==> src/echo_defs.svh <==
`ifndef ECHO_DEFS_SVH
`define ECHO_DEFS_SVH

// Program counter values
`define RESET_PC       32'd44
`define HANDLER_PC     32'd0

// Peripheral data registers
`define KBD_DATA_ADDR  64'h0000_0000_8000_1000
`define ART_DATA_ADDR  64'h0000_0000_8000_0000

// Queue depths
`define KBD_DEPTH      4
`define ART_DEPTH      8

`endif

==> src/echo_pkg.sv <==
`default_nettype none

package echo_pkg;

    // One request on the shared peripheral bus
    typedef struct packed {
        logic        read;   // Read strobe
        logic        write;  // Write strobe
        logic [63:0] addr;   // Byte address
        logic [63:0] wdata;  // Write payload
    } bus_req_t;

    // Register-file write trace
    typedef struct packed {
        logic        valid;  // One cycle per retired write
        logic [4:0]  rd;     // Destination register
        logic [63:0] data;   // Value written
    } rf_write_t;

    // Keyboard event, release flag on top so it lands at bit 8 of read data
    typedef struct packed {
        logic       released;  // Key release, not press
        logic [7:0] code;      // Scan code
    } key_t;

    // Output character
    typedef struct packed {
        logic [7:0] code;
    } char_t;

endpackage

`default_nettype wire

==> src/sync_fifo.sv <==
`timescale 1ns/1ps
`default_nettype none

module sync_fifo #(
    parameter type payload_t = logic [7:0],
    parameter int  DEPTH     = 4
) (
    input  logic     clk,
    input  logic     reset,
    input  logic     push,
    input  payload_t push_data,
    input  logic     pop,
    output payload_t head,
    output logic     empty,
    output logic     full
);
    localparam int PTR_W = (DEPTH > 1) ? $clog2(DEPTH) : 1;
    localparam int CNT_W = $clog2(DEPTH + 1);

    payload_t         mem [0:DEPTH-1];  // Storage, no reset
    logic [PTR_W-1:0] wr_ptr;
    logic [PTR_W-1:0] rd_ptr;
    logic [CNT_W-1:0] count;             // Occupancy
    logic             do_push;
    logic             do_pop;

    // Wrap at DEPTH, which need not be a power of two
    function automatic logic [PTR_W-1:0] bump(input logic [PTR_W-1:0] p);
        if (p == PTR_W'(DEPTH - 1)) begin
            return '0;
        end
        return p + 1'b1;
    endfunction

    assign do_push = push && !full;  // Push into full queue is lost
    assign do_pop  = pop && !empty;  // Pop of empty queue ignored
    assign empty   = (count == '0);
    assign full    = (count == CNT_W'(DEPTH));
    assign head    = mem[rd_ptr];    // Oldest entry, straight from storage

    always_ff @(posedge clk) begin
        if (do_push) begin
            mem[wr_ptr] <= push_data;
        end
    end

    always_ff @(posedge clk or negedge reset) begin
        if (!reset) begin
            wr_ptr <= '0;
            rd_ptr <= '0;
            count  <= '0;
        end else begin
            if (do_push) begin
                wr_ptr <= bump(wr_ptr);
            end
            if (do_pop) begin
                rd_ptr <= bump(rd_ptr);
            end
            case ({do_push, do_pop})
                2'b10:   count <= count + 1'b1;
                2'b01:   count <= count - 1'b1;
                default: count <= count;  // Idle or both at once
            endcase
        end
    end

endmodule

`default_nettype wire

==> src/echo_core.sv <==
`timescale 1ns/1ps
`default_nettype none
`include "echo_defs.svh"

module echo_core import echo_pkg::*; (
    input  logic        clk,
    input  logic        reset,
    input  logic [31:0] instruction,
    output logic [31:0] pc,
    input  logic        irq,
    output logic        irq_ack,
    output bus_req_t    bus_req,
    input  logic [63:0] bus_rdata,
    output rf_write_t   rf_write
);
    logic [31:0] ir;             // Word fetched at pc - 4
    logic [63:0] regs [0:31];    // Register file, read back by the trace
    logic [31:0] mepc;           // Saved return PC
    logic        in_handler;     // Inside interrupt handler
    logic        bubble;         // Discard ir this cycle
    logic        echo_step;      // ECHO second step
    logic        bus_rd;
    logic        bus_wr;
    logic [63:0] bus_addr;
    logic [63:0] bus_wdata;
    logic        rf_valid;
    logic [4:0]  rf_rd;

    logic [63:0] imm_u;
    logic [4:0]  rd;
    logic        exec_ok;
    logic        is_lui;
    logic        is_mret;
    logic        is_echo;
    logic        echo_start;
    logic        take_irq;
    logic        lui_wr;

    // Decode
    assign imm_u   = {{32{ir[31]}}, ir[31:12], 12'b0};  // Sign-extended U-type immediate
    assign rd      = ir[11:7];
    assign exec_ok = !bubble && !echo_step;  // ir holds a live word
    assign is_lui  = (ir[6:0] == 7'b0110111);
    assign is_mret = (ir == 32'h0000_0000);
    assign is_echo = (ir == 32'hffff_ffff);

    assign echo_start = exec_ok && is_echo;
    // No entry in the middle of an ECHO transfer
    assign take_irq   = irq && !in_handler && !echo_step && !echo_start;
    assign lui_wr     = exec_ok && is_lui && (rd != 5'd0);  // x0 stays zero

    assign bus_req  = '{read: bus_rd, write: bus_wr, addr: bus_addr, wdata: bus_wdata};
    assign rf_write = '{valid: rf_valid, rd: rf_rd, data: regs[rf_rd]};

    // Fetch every cycle
    always_ff @(posedge clk or negedge reset) begin
        if (!reset) begin
            ir <= 32'h0000_0001;  // No-op
        end else begin
            ir <= instruction;
        end
    end

    // PC, handler state and bus strobes
    always_ff @(posedge clk or negedge reset) begin
        if (!reset) begin
            pc         <= `RESET_PC;
            bubble     <= 1'b0;
            echo_step  <= 1'b0;
            in_handler <= 1'b0;
            irq_ack    <= 1'b0;
            bus_rd     <= 1'b0;
            bus_wr     <= 1'b0;
            rf_valid   <= 1'b0;
        end else begin
            pc       <= pc + 32'd4;
            bubble   <= 1'b0;
            irq_ack  <= 1'b0;
            bus_rd   <= 1'b0;
            bus_wr   <= 1'b0;
            rf_valid <= lui_wr;
            if (take_irq) begin
                pc         <= `HANDLER_PC;  // LUI in ir still retires
                bubble     <= 1'b1;
                irq_ack    <= 1'b1;
                in_handler <= 1'b1;
            end else if (echo_step) begin
                echo_step <= 1'b0;  // Refetched word in ir acts as bubble
                bus_wr    <= 1'b1;
            end else if (echo_start) begin
                pc        <= pc;     // Hold for the refetch
                echo_step <= 1'b1;
                bus_rd    <= 1'b1;
            end else if (exec_ok && is_mret) begin
                pc         <= mepc;
                bubble     <= 1'b1;
                in_handler <= 1'b0;
            end
        end
    end

    // Payload side
    always_ff @(posedge clk) begin
        if (take_irq) begin
            mepc <= pc;  // Next word not yet executed
        end
        if (echo_start) begin
            bus_addr <= `KBD_DATA_ADDR;
        end else if (echo_step) begin
            bus_addr  <= `ART_DATA_ADDR;
            bus_wdata <= bus_rdata;  // Key from the read cycle
        end
        if (lui_wr) begin
            regs[rd] <= imm_u;
            rf_rd    <= rd;
        end
    end

endmodule

`default_nettype wire

==> src/kbd_port.sv <==
`timescale 1ns/1ps
`default_nettype none
`include "echo_defs.svh"

module kbd_port import echo_pkg::*; (
    input  logic        clk,
    input  logic        reset,
    input  logic        key_valid,
    input  key_t        key,
    input  bus_req_t    bus_req,
    output logic [63:0] bus_rdata,
    output logic        irq,
    output logic        kbd_overflow
);
    logic rd_hit;
    key_t head;
    logic empty;
    logic full;

    assign rd_hit = bus_req.read && (bus_req.addr == `KBD_DATA_ADDR);

    // Pop lands on the edge that closes the read cycle
    sync_fifo #(
        .payload_t (key_t),
        .DEPTH     (`KBD_DEPTH)
    ) u_key_fifo (
        .clk       (clk),
        .reset     (reset),
        .push      (key_valid),
        .push_data (key),
        .pop       (rd_hit),
        .head      (head),
        .empty     (empty),
        .full      (full)
    );

    // Zero when not addressed or nothing queued
    assign bus_rdata = (rd_hit && !empty) ? {55'd0, head} : 64'd0;
    assign irq       = !empty;  // Level while keys wait

    // Sticky, cleared only by reset
    always_ff @(posedge clk or negedge reset) begin
        if (!reset) begin
            kbd_overflow <= 1'b0;
        end else if (key_valid && full) begin
            kbd_overflow <= 1'b1;  // Key dropped
        end
    end

endmodule

`default_nettype wire

==> src/art_port.sv <==
`timescale 1ns/1ps
`default_nettype none
`include "echo_defs.svh"

module art_port import echo_pkg::*; (
    input  logic     clk,
    input  logic     reset,
    input  bus_req_t bus_req,
    input  logic     art_ready,
    output logic     char_valid,
    output char_t    char_out
);
    logic  wr_hit;
    char_t wr_char;
    logic  empty;
    logic  pop;

    assign wr_hit  = bus_req.write && (bus_req.addr == `ART_DATA_ADDR);
    assign wr_char = char_t'(bus_req.wdata[7:0]);  // Low byte only
    // Sink takes one character per ready cycle
    assign pop     = art_ready && !empty;

    // Writes into a full queue vanish inside the FIFO
    sync_fifo #(
        .payload_t (char_t),
        .DEPTH     (`ART_DEPTH)
    ) u_char_fifo (
        .clk       (clk),
        .reset     (reset),
        .push      (wr_hit),
        .push_data (wr_char),
        .pop       (pop),
        .head      (char_out),  // Registered queue head
        .empty     (empty),
        .full      ()
    );

    assign char_valid = pop;  // Same cycle as the pop

endmodule

`default_nettype wire

==> src/echo_soc.sv <==
`timescale 1ns/1ps
`default_nettype none

module echo_soc import echo_pkg::*; (
    input  logic        clk,
    input  logic        reset,
    input  logic [31:0] instruction,
    output logic [31:0] pc,
    input  logic        key_valid,
    input  key_t        key,
    input  logic        art_ready,
    output logic        char_valid,
    output char_t       char_out,
    output logic        irq_ack,
    output rf_write_t   rf_write,
    output logic        kbd_overflow
);
    bus_req_t    bus_req;    // Core is sole master
    logic [63:0] bus_rdata;  // Only the keyboard answers reads
    logic        irq;

    echo_core u_echo_core (
        .clk         (clk),
        .reset       (reset),
        .instruction (instruction),
        .pc          (pc),
        .irq         (irq),
        .irq_ack     (irq_ack),
        .bus_req     (bus_req),
        .bus_rdata   (bus_rdata),
        .rf_write    (rf_write)
    );

    kbd_port u_kbd_port (
        .clk          (clk),
        .reset        (reset),
        .key_valid    (key_valid),
        .key          (key),
        .bus_req      (bus_req),
        .bus_rdata    (bus_rdata),
        .irq          (irq),
        .kbd_overflow (kbd_overflow)
    );

    art_port u_art_port (
        .clk        (clk),
        .reset      (reset),
        .bus_req    (bus_req),
        .art_ready  (art_ready),
        .char_valid (char_valid),
        .char_out   (char_out)
    );

endmodule

`default_nettype wire

==> config.mk <==
export PLATFORM = sky130hd
export DESIGN_NAME = echo_soc
export DESIGN_NICKNAME = d
export VERILOG_FILES = /design/src/echo_pkg.sv /design/src/sync_fifo.sv /design/src/echo_core.sv /design/src/kbd_port.sv /design/src/art_port.sv /design/src/echo_soc.sv
export VERILOG_INCLUDE_DIRS = /design/src /design/src/src
export SDC_FILE = /design/constraint.sdc
export NUM_CORES = 1
export LEC_CHECK = 0
export BUFFER_PORTS_ARGS = -buffer_cell sky130_fd_sc_hd__buf_4
export CAP_MARGIN = 25
export CORE_UTILIZATION = 30
export CTS_CLUSTER_DIAMETER = 30
export DETAILED_ROUTE_END_ITERATION = 10
export PLACE_DENSITY = 0.56
export SYNTH_ARGS = -nofsm -noshare
export SYNTH_HDL_FRONTEND = slang
export SYNTH_HIERARCHICAL = 1
export SYNTH_SLANG_ARGS = --single-unit
==> constraint.sdc <==
create_clock -name clk -period 3.66 [get_ports clk]
set_input_delay 0.183 -clock clk [delete_from_list [all_inputs] [get_ports clk]]
set_output_delay 0.183 -clock clk [all_outputs]
set_load 0.01 [all_outputs]
; ---- Word-level counts from Yosys, hierarchy flattened
; Memory sizes are Yosys's and may differ from the RTL's. A register that Yosys moved wholly into a read port is not among the register bits.
; Cells that the tools add are included.
[classes]
addsub = 9
eq_ne = 15
n_mux = 43
bitwise_logic = 2
n_reduce_logical = 34
[op_table]
columns = op, n
row1 = 32-bit 2-to-1 mux, 4
row2 = 32-bit by 3-bit adder with 32-bit output (second input constant), 1
row3 = 32-bit equality test (second input constant), 1
row4 = 32-bit logical NOT, 1
row5 = 1-bit 2-to-1 mux, 28
row6 = 1-bit logical AND, 16
row7 = 3-bit 2-to-1 mux, 4
row8 = 3-bit by 1-bit adder with 3-bit output (second input constant), 3
row9 = 3-bit equality test (second input constant), 3
row10 = 1-bit logical NOT, 9
row11 = 2-bit equality test (second input constant), 4
row12 = 2-bit 2-to-1 mux, 4
row13 = 4-bit case mux with 2 select lines, 1
row14 = 7-bit by 6-bit equality test with 1-bit output (second input constant), 1
row15 = 3-bit case mux with 2 select lines, 1
row16 = 2-bit nonzero test, 3
row17 = 5-bit 2-to-1 mux, 1
row18 = 5-bit nonzero test, 1
row19 = 2-bit by 1-bit adder with 2-bit output (second input constant), 2
row20 = 4-bit by 1-bit adder with 4-bit output (second input constant), 1
row21 = 2-bit by 1-bit equality test with 1-bit output (second input constant), 2
row22 = 4-bit equality test (second input constant), 1
row23 = 4-bit logical NOT, 1
row24 = 2-bit != test (second input constant), 2
row25 = other kinds (7), 8
[word_totals]
register_bits = 127
ram_bits = 1764
inputBits = 45
output_inout_bits = 113
memories = 3
[mem_list]
columns = memory, words, width, rd, rd_clocked_by_memory_dff, wr, line_no
row1 = u_echo_core.regs, 32, 52, 1, 1, 1, echo_core.sv:17  ; logic [63:0] regs [0:31];
row2 = u_art_port.u_char_fifo.mem, 8, 8, 1, 0, 1, sync_fifo.sv:20  ; payload_t mem [0:DEPTH-1];
row3 = u_kbd_port.u_key_fifo.mem, 4, 9, 1, 1, 1, sync_fifo.sv:20

; ---- Longest topological paths before layout
; Gate-level depths: netlist of the first run.
[depth]
depth_word = 7
mapped_depth = 13
mapped_depth_nobuf = 12

; ---- Hierarchy
; The synthesis of the first run kept the hierarchy.
[modules_own_cells]
columns = mod, instances, cells_per_inst, area_each_um2, seq_area_each_um2
row1 = echo_core, 1, 1511, 31662.9, 24153.2
row2 = sync_fifo at u_art_port.u_char_fifo, 1, 160, 3158.0, 2172.1
row3 = sync_fifo at u_kbd_port.u_key_fifo, 1, 89, 1752.9, 1256.2
row4 = kbd_port, 1, 92, 733.2, 25.0
row5 = art_port, 1, 24, 170.2, 0.0

; ---- Least setup slack after synthesis of the first run
; OpenSTA, ideal clock, no wires.
[synth_path]
path_type = register to register
start = reg u_echo_core.ir[31]
end = reg u_echo_core.pc[15]
t_arrival_ps = 2945
required_time_ps = 3528
path_slack_ps = 583
path_stages_with_launch = 8
path_buffers = 1
synth_period_minus_slack_ps = 3077
cell_sequence = dfrtp_1 > nand4_1 > nor3_1 > and4_1 > buf_2 > nor2_1 > or3_1 > o21ai_1
[synth_between]
elab_cells_between_ends = 11
cone_classes = eq/ne: 2 / mux: 4 / reduce/logical: 5
[synth_rtl]
columns = element, line_no
row1 = from (decl), echo_core.sv:16  ; logic [31:0] ir;
row2 = from (signal assigned), echo_core.sv:60  ; ir <= instruction;
row3 = 32-bit equality test *, echo_core.sv:45  ; assign is_echo = (ir == 32'hffff_ffff);
row4 = 1-bit logical AND *, echo_core.sv:47  ; assign echo_start = exec_ok && is_echo;
row5 = 1-bit logical NOT *, echo_core.sv:49  ; assign take_irq = irq && !in_handler && !echo_step && !echo_start;
row6 = 1-bit logical AND *, echo_core.sv:49
row7 = net u_echo_core.take_irq, echo_core.sv:36  ; logic take_irq;
row8 = 3-bit by 2-bit != test with 1-bit output (no line) or 32-bit 2-to-1 mux (tied branches), n/a
row9 = to (signal assigned), echo_core.sv:67  ; pc <= `RESET_PC;
row10 = to (signal assigned), echo_core.sv:76  ; pc <= pc + 32'd4;
row11 = to (signal assigned), echo_core.sv:83  ; pc <= `HANDLER_PC;
row12 = to (decl), echo_core.sv:9  ; output logic [31:0] pc,
; The timed path passes the listed nets; every way through them passes the cells marked *. The select of a mux whose other input is x is not followed.
; A chain may end at the register's enable or synchronous reset.

==> out/metrics.cfg, run 1 <==
[placed_design]
pre_cts_slack_ns = 0.555
place_congestion = 0.787
portBuffers = 144
dpl.hpwl_um = 50600

[clock_tree]
cts_buffer_depth = 3
clock-root-buffer = clkbuf_16
clk-insertion-delay-late_ns = 0.72
cts.sinks = 876
cts_tree = built
cts_htree_levels = 4
clk_pin_slew_ns = 0.06
cts_made_buffers = 150

[synthesis]
synth.avg_cell_area_um2 = 20.0
synthCells = 1757
netlist_area_um2 = 35200
ys_warn_count = 6

[setup_path]
worstSetupPathType = flop to output port
crit_fanout = 27
crit_path_top_delay_cell = mux4_2
endpoint_kind = output port
max_stage_delay_ns = 0.58
crit_chain = buf_12 > buf_12 > mux4_2 > mux4_2 > mux2_2 > buf_4
critPathRequiredTime_ns = 3.48
crit_buf_inv = 3
startpoint_type = flop
arrival_ns = 3.24
cp_top_family = multiplexers

[grt]
grt_pass1_vias = 18864
grt.overflow.total = 0
grt_antenna_before_repair = 4
grt_use_total_pct = 14.1
grt_pass1_wl_um = 123000
grt_max_degree = 62

[die]
design.core.area_um2 = 116000
die_x_um = 345
initial_core_util_pct = 30.3
dieArea_um2 = 119000
fp-row-count = 125
die_h_um = 345
ios = 158

[finish]
layout-drive-gt1-share_pct = 37.3
area_delta_synth_final_pct = 25.2
final_net_count = 2171
final_util_pct = 37.9

[timing]
fin_crit_sh_pct = 93.6
min_period_ns = 3.43
grt_setup_unrepaired = false
tightest_slew_ns = 1.06
slew_headroom_pct = 28.7
max_freq_ghz = 0.292
slew_viol_final = 0
worst_slack_ns = 0.233
finalSetupViolations = 0
skew_ns = 0.0332
tns_ns = 0
hold_viol_final = 0

[routing]
ant_nets = 0
first_pass_iters = 5
drt-total-wl_um = 83100
viasPerCell = 4.78
drc = 0
post_drt_wl_per_cell_um = 22.1
drt-initial-drc-count = 1375
via_count = 17969

[power]
power_density_nw_per_um2 = 610
ir_drop_v = 0.000441
p_leak_nw = 14.7
fin_total_pwr_mw = 26.9

[run]
maxCapViolCount = 0

[run_status]
status = finished, final reports clean

[hold_path]
hold_class = input pin to asynchronous set/reset pin

[per-layer routing]
metal | track usage [%] | routed length, um
met1 | 19.4 | 36300
met2 | 22.5 | 40300
met3 | 2.61 | 4430
met4 | 5.01 | 2120
met5 | 0 | 0
[through the flow]
stage,cell area [um^2],hold slack (ns),std cells
after detailed placement,38400,0.189,3432
after global routing,44100,0.0512,3760
after CTS,44100,0.0226,3758
after global placement,38400,0.178,3432
final,44100,0.0627,3762
after floorplan,35600,-0.113,1850
[placed cells by master, fill, tap and decap left out, drive strengths merged, types with 4 or more instances in the layout]
| cell type | instances |
|---|---|
| o21ai | 58 |
| nand4 | 24 |
| ha | 14 |
| mux4 | 224 |
| dlygate4sd3 | 43 |
| and4 | 15 |
| dfrtp | 85 |
| buf | 253 |
| nor3b | 5 |
| nor2b | 6 |
| dfxtp | 6 |
| a31oi | 4 |
| clkinvlp | 9 |
| nand2 | 25 |
| clkbuf | 170 |
| nor3 | 22 |
| or3b | 4 |
| dfstp | 4 |
| and3 | 13 |
| nor4b | 7 |
| bufinv | 14 |
| a21oi | 30 |
| mux2 | 43 |
| edfxtp | 781 |
| conb | 95 |
| nand3b | 5 |
| nor4 | 41 |
| nand3 | 19 |
| clkinv | 50 |
| nor2 | 64 |
| inv | 53 |
| or3 | 5 |
| o31a | 8 |
[worst paths after layout]
| kind | from | to | slack (ns) | cells past startpoint |
|---|---|---|---|---|
| worst max-delay path | flop | rf_write[23] | 0.23 | 6 |
| worst min-delay path | reset | u_echo_core/pc[28] | 0.06 | 3 |
| worst max register to register | u_echo_core/bus_wr | u_art_port/u_char_fifo/count[3] | 0.53 | 10 |
| worst min register to register | u_kbd_port/kbd_overflow | u_kbd_port/kbd_overflow | 0.46 | 1 |
| max in group asynchronous | reset | u_echo_core/pc[2] | 3.08 | 3 |
| min in group clk | instruction[8] | u_echo_core/ir[8] | 0.11 | 2 |
[cell type report]
cell class / count / area, um^2
Antenna cell: 3 / 7.51
Clock buffer: 170 / 3930
Clock inverter: 107 / 1250
Fill cell: 10538 / 72300
Inverter: 19 / 71.3
Multi-Input combinational cell: 767 / 8600
Sequential cell: 876 / 25800
Tap cell: 1524 / 1910
Timing Repair Buffer: 296 / 2500
[where the power goes]
group          internal [mW]  switching (mW)  total, mW
registers               11.2           0.301       11.5
logic                  0.624           0.747       1.37
clock network           8.91            5.12       14.0
total                   20.7            6.17       26.9
[worst min-delay path: stages]
cell and delay, ns:
dlygate4sd3_1 0.52, buf_4 0.19, buf_12 0.24
[what timing repair did]
| action | CTS | global route |
|---|---|---|
| resized for setup | 1 | 0 |
| hold buffers | 44 | 0 |
| endpoints found under the setup margin | 42 | 0 |
| buffers inserted | 5 | 0 |
| hold endpoints to repair | 132 | 0 |
[sequential cells by signal (all words and copies together) (netlist names), 3 cells and up, named ones only]
register                       count
u_echo_core/regs                 640
u_art_port/u_char_fifo/mem        64
u_echo_core/ir                    32
u_echo_core/mepc                  32
u_echo_core/pc                    32
u_kbd_port/u_key_fifo/mem         32
u_echo_core/bus_wdata              8
u_echo_core/rf_rd                  5
u_art_port/u_char_fifo/count       4
u_art_port/u_char_fifo/rd_ptr      3
u_art_port/u_char_fifo/wr_ptr      3
u_kbd_port/u_key_fifo/count        3
Power figures use the tool's default switching activity.
==> run 2: changes to the inputs <==
Settings changed: MAX_ROUTING_LAYER set to met4.
==> run 2 against run 1 <==
Clock power is essentially flat; count of clock-buffer cells in the layout is the same; sequential share of layout area is the same; cell count is the same; global-route usage grew 0.44 points; critical endpoint is now rf_write[12].
==> out/metrics.cfg, run 2 (synthesized netlist as in run 1, its figures left out) <==
[placed_design]
dpl.hpwl_um = 50600  ; unchanged
place_area_um2 = 38400  ; unchanged
place_congestion = 0.798  ; was 0.787
portBuffers = 144  ; unchanged

[finish]
largest_reg_flops = 640  ; unchanged
final_net_count = 2171  ; unchanged
top_register = u_echo_core/regs  ; unchanged
final_cell_mix = edfxtp_1, buf_4, mux4_2  ; unchanged
nFillCells = 10538  ; unchanged
layout-drive-gt1-share_pct = 37.3  ; unchanged
final_cell_area_um2 = 44100  ; unchanged
layout_commonest_cell = edfxtp_1  ; unchanged
top_regs = u_echo_core/regs x640, u_art_port/u_char_fifo/mem x64  ; unchanged
area_delta_synth_final_pct = 25.2  ; unchanged

[grt]
grt_antenna_before_repair = 4  ; unchanged
grt_use_total_pct = 14.6  ; was 14.1%
grt_pass1_vias = 18889  ; was 18,864
grt_max_degree = 62  ; unchanged
grt.overflow.total = 0  ; unchanged
grt_pass1_wl_um = 123000  ; about the same

[timing]
skew_ns = 0.0293  ; was 0.0332 ns
grt_setup_unrepaired = false  ; unchanged
fin_crit_sh_pct = 93.8  ; was 93.6%
max_freq_ghz = 0.291  ; was 0.292 GHz
slew_headroom_pct = 30.7  ; was 28.7%
min_period_ns = 3.43  ; about the same
slew_viol_final = 0  ; unchanged
finalSetupViolations = 0  ; unchanged
tns_ns = 0  ; unchanged
tightest_slew_ns = 1.03  ; was 1.06 ns
hold_viol_final = 0  ; unchanged

[setup_path]
r2r_slack_ns = 0.52  ; was 0.53 ns
startpoint_type = flop  ; unchanged
arrival_ns = 3.25  ; was 3.24 ns
endpoint_kind = output port  ; unchanged
crit_fanout = 27  ; unchanged
worstSetupPathType = flop to output port  ; unchanged
r2r_cells = 10  ; unchanged
critPathRequiredTime_ns = 3.48  ; about the same

[power]
power_density_nw_per_um2 = 610  ; about the same
p_leak_nw = 14.7  ; unchanged
power_switching_mw = 6.17  ; about the same
clock_power_share_pct = 52.2  ; about the same
p_sw_share_pct = 22.9  ; was 23.0%
ir_drop_v = 0.000435  ; was 0.000441 V
p_int_mw = 20.7  ; about the same
combPwrFrac_pct = 5.1  ; about the same
pwr-share-seq_pct = 42.7  ; about the same

[routing]
first_pass_iters = 7  ; was 5
drt-total-wl_um = 83100  ; about the same
ant_nets = 0  ; unchanged
via_count = 17905  ; was 17,969
wl_met1_um = 36500  ; was 36,300 um
wl_met3_um = 4450  ; was 4430 um
met2WireLength_um = 40200  ; was 40,300 um
top_layer_used = met4  ; unchanged
drt-initial-drc-count = 1285  ; was 1,375
viasPerCell = 4.76  ; was 4.78
post_drt_wl_per_cell_um = 22.1  ; about the same
drc = 0  ; unchanged

[die]
ios = 158  ; unchanged
initial_core_util_pct = 30.3  ; unchanged
dieArea_um2 = 119000  ; unchanged
design.core.area_um2 = 116000  ; unchanged
die_x_um = 345  ; unchanged
fp-row-count = 125  ; unchanged
die_h_um = 345  ; unchanged

[clock_tree]
cts_buffer_depth = 3  ; unchanged
cts.sinks = 876  ; unchanged
cts_tree = built  ; unchanged
clock-root-buffer = clkbuf_16  ; unchanged
clk-insertion-delay-late_ns = 0.71  ; was 0.72 ns
cts_made_buffers = 150  ; unchanged
clk_pin_slew_ns = 0.05  ; was 0.06 ns
cts_htree_levels = 4  ; unchanged

[hold_path]
hold_class = input pin to asynchronous set/reset pin  ; unchanged

[run_status]
status = finished, final reports clean  ; unchanged

[run]
maxCapViolCount = 0  ; unchanged

run 2: final timing paths:
kind | start | end
min in group clk | instruction[8] | u_echo_core/ir[8]
hold / removal | reset | u_echo_core/pc[30]
hold reg to reg | u_echo_core/pc[1] | u_echo_core/mepc[1]
setup reg to reg | u_echo_core/bus_wr | u_art_port/u_char_fifo/count[3]
max in group asynchronous | reset | u_echo_core/ir[0]
setup / recovery | flop | rf_write[12]
run 2: routing by layer:
| layer | global-route usage (%) | up-vias |
|---|---|---|
| met2 | 22.6 | 559 |
| met1 | 19.4 | 9415 |
| met5 | - | - |
| met4 | 4.97 | 0 |
| met3 | 2.62 | 124 |
| li1 | - | 7807 |
run 2: worst max-delay path, stage by stage, from the launching register on:
cell and delay (ns):
dfxtp_4 0.65, buf_4 0.45, mux4_2 0.39, mux4_2 0.56, mux2_2 0.31, buf_4 0.14
run 2: area by class of cell:
type | instances | area (um^2) | area share, %
antenna | 3 | 7.51 | 0.0170
clock buffer | 170 | 3930 | 8.92
clock inverter | 107 | 1250 | 2.83
inverter | 19 | 71.3 | 0.162
multi-input combinational | 767 | 8600 | 19.5
sequential | 876 | 25800 | 58.6
tap | 1524 | 1910 | 4.32
timing repair buffer | 296 | 2500 | 5.68
run 2: metrics by stage:
stage          hold slack [ns]  power, mW  util, %  instances  setup slack [ns]
2_1_floorplan           -0.113       12.5        -       1850             0.583
3_3_place_gp             0.178       12.9     33.0       3432             0.666
3_5_place_dp             0.189       13.0     33.0       3432             0.555
4_1_cts                 0.0226       27.1     37.9       3758             0.127
5_1_grt                 0.0522       27.8     37.9       3760             0.106
6_report                0.0723       26.9     37.9       3762             0.226
run 2: power by group through the flow:
stage / Clock, mW / Combinational, mW / Sequential [mW]
4_1_cts: 14.3 / 1.31 / 11.5
2_1_floorplan: 0 / 0.930 / 11.6
5_1_grt: 14.7 / 1.51 / 11.5
3_5_place_dp: 0 / 1.26 / 11.7
6_report: 14.0 / 1.37 / 11.5
3_3_place_gp: 0 / 1.20 / 11.7
run 2: timing repair:
| action | in CTS | in global routing |
|---|---|---|
| endpoints found under the hold margin | 132 | 0 |
| gates resized for setup | 1 | 0 |
| hold buffers | 44 | 0 |
| buffers inserted | 5 | 0 |
| setup endpoints to repair | 42 | 0 |
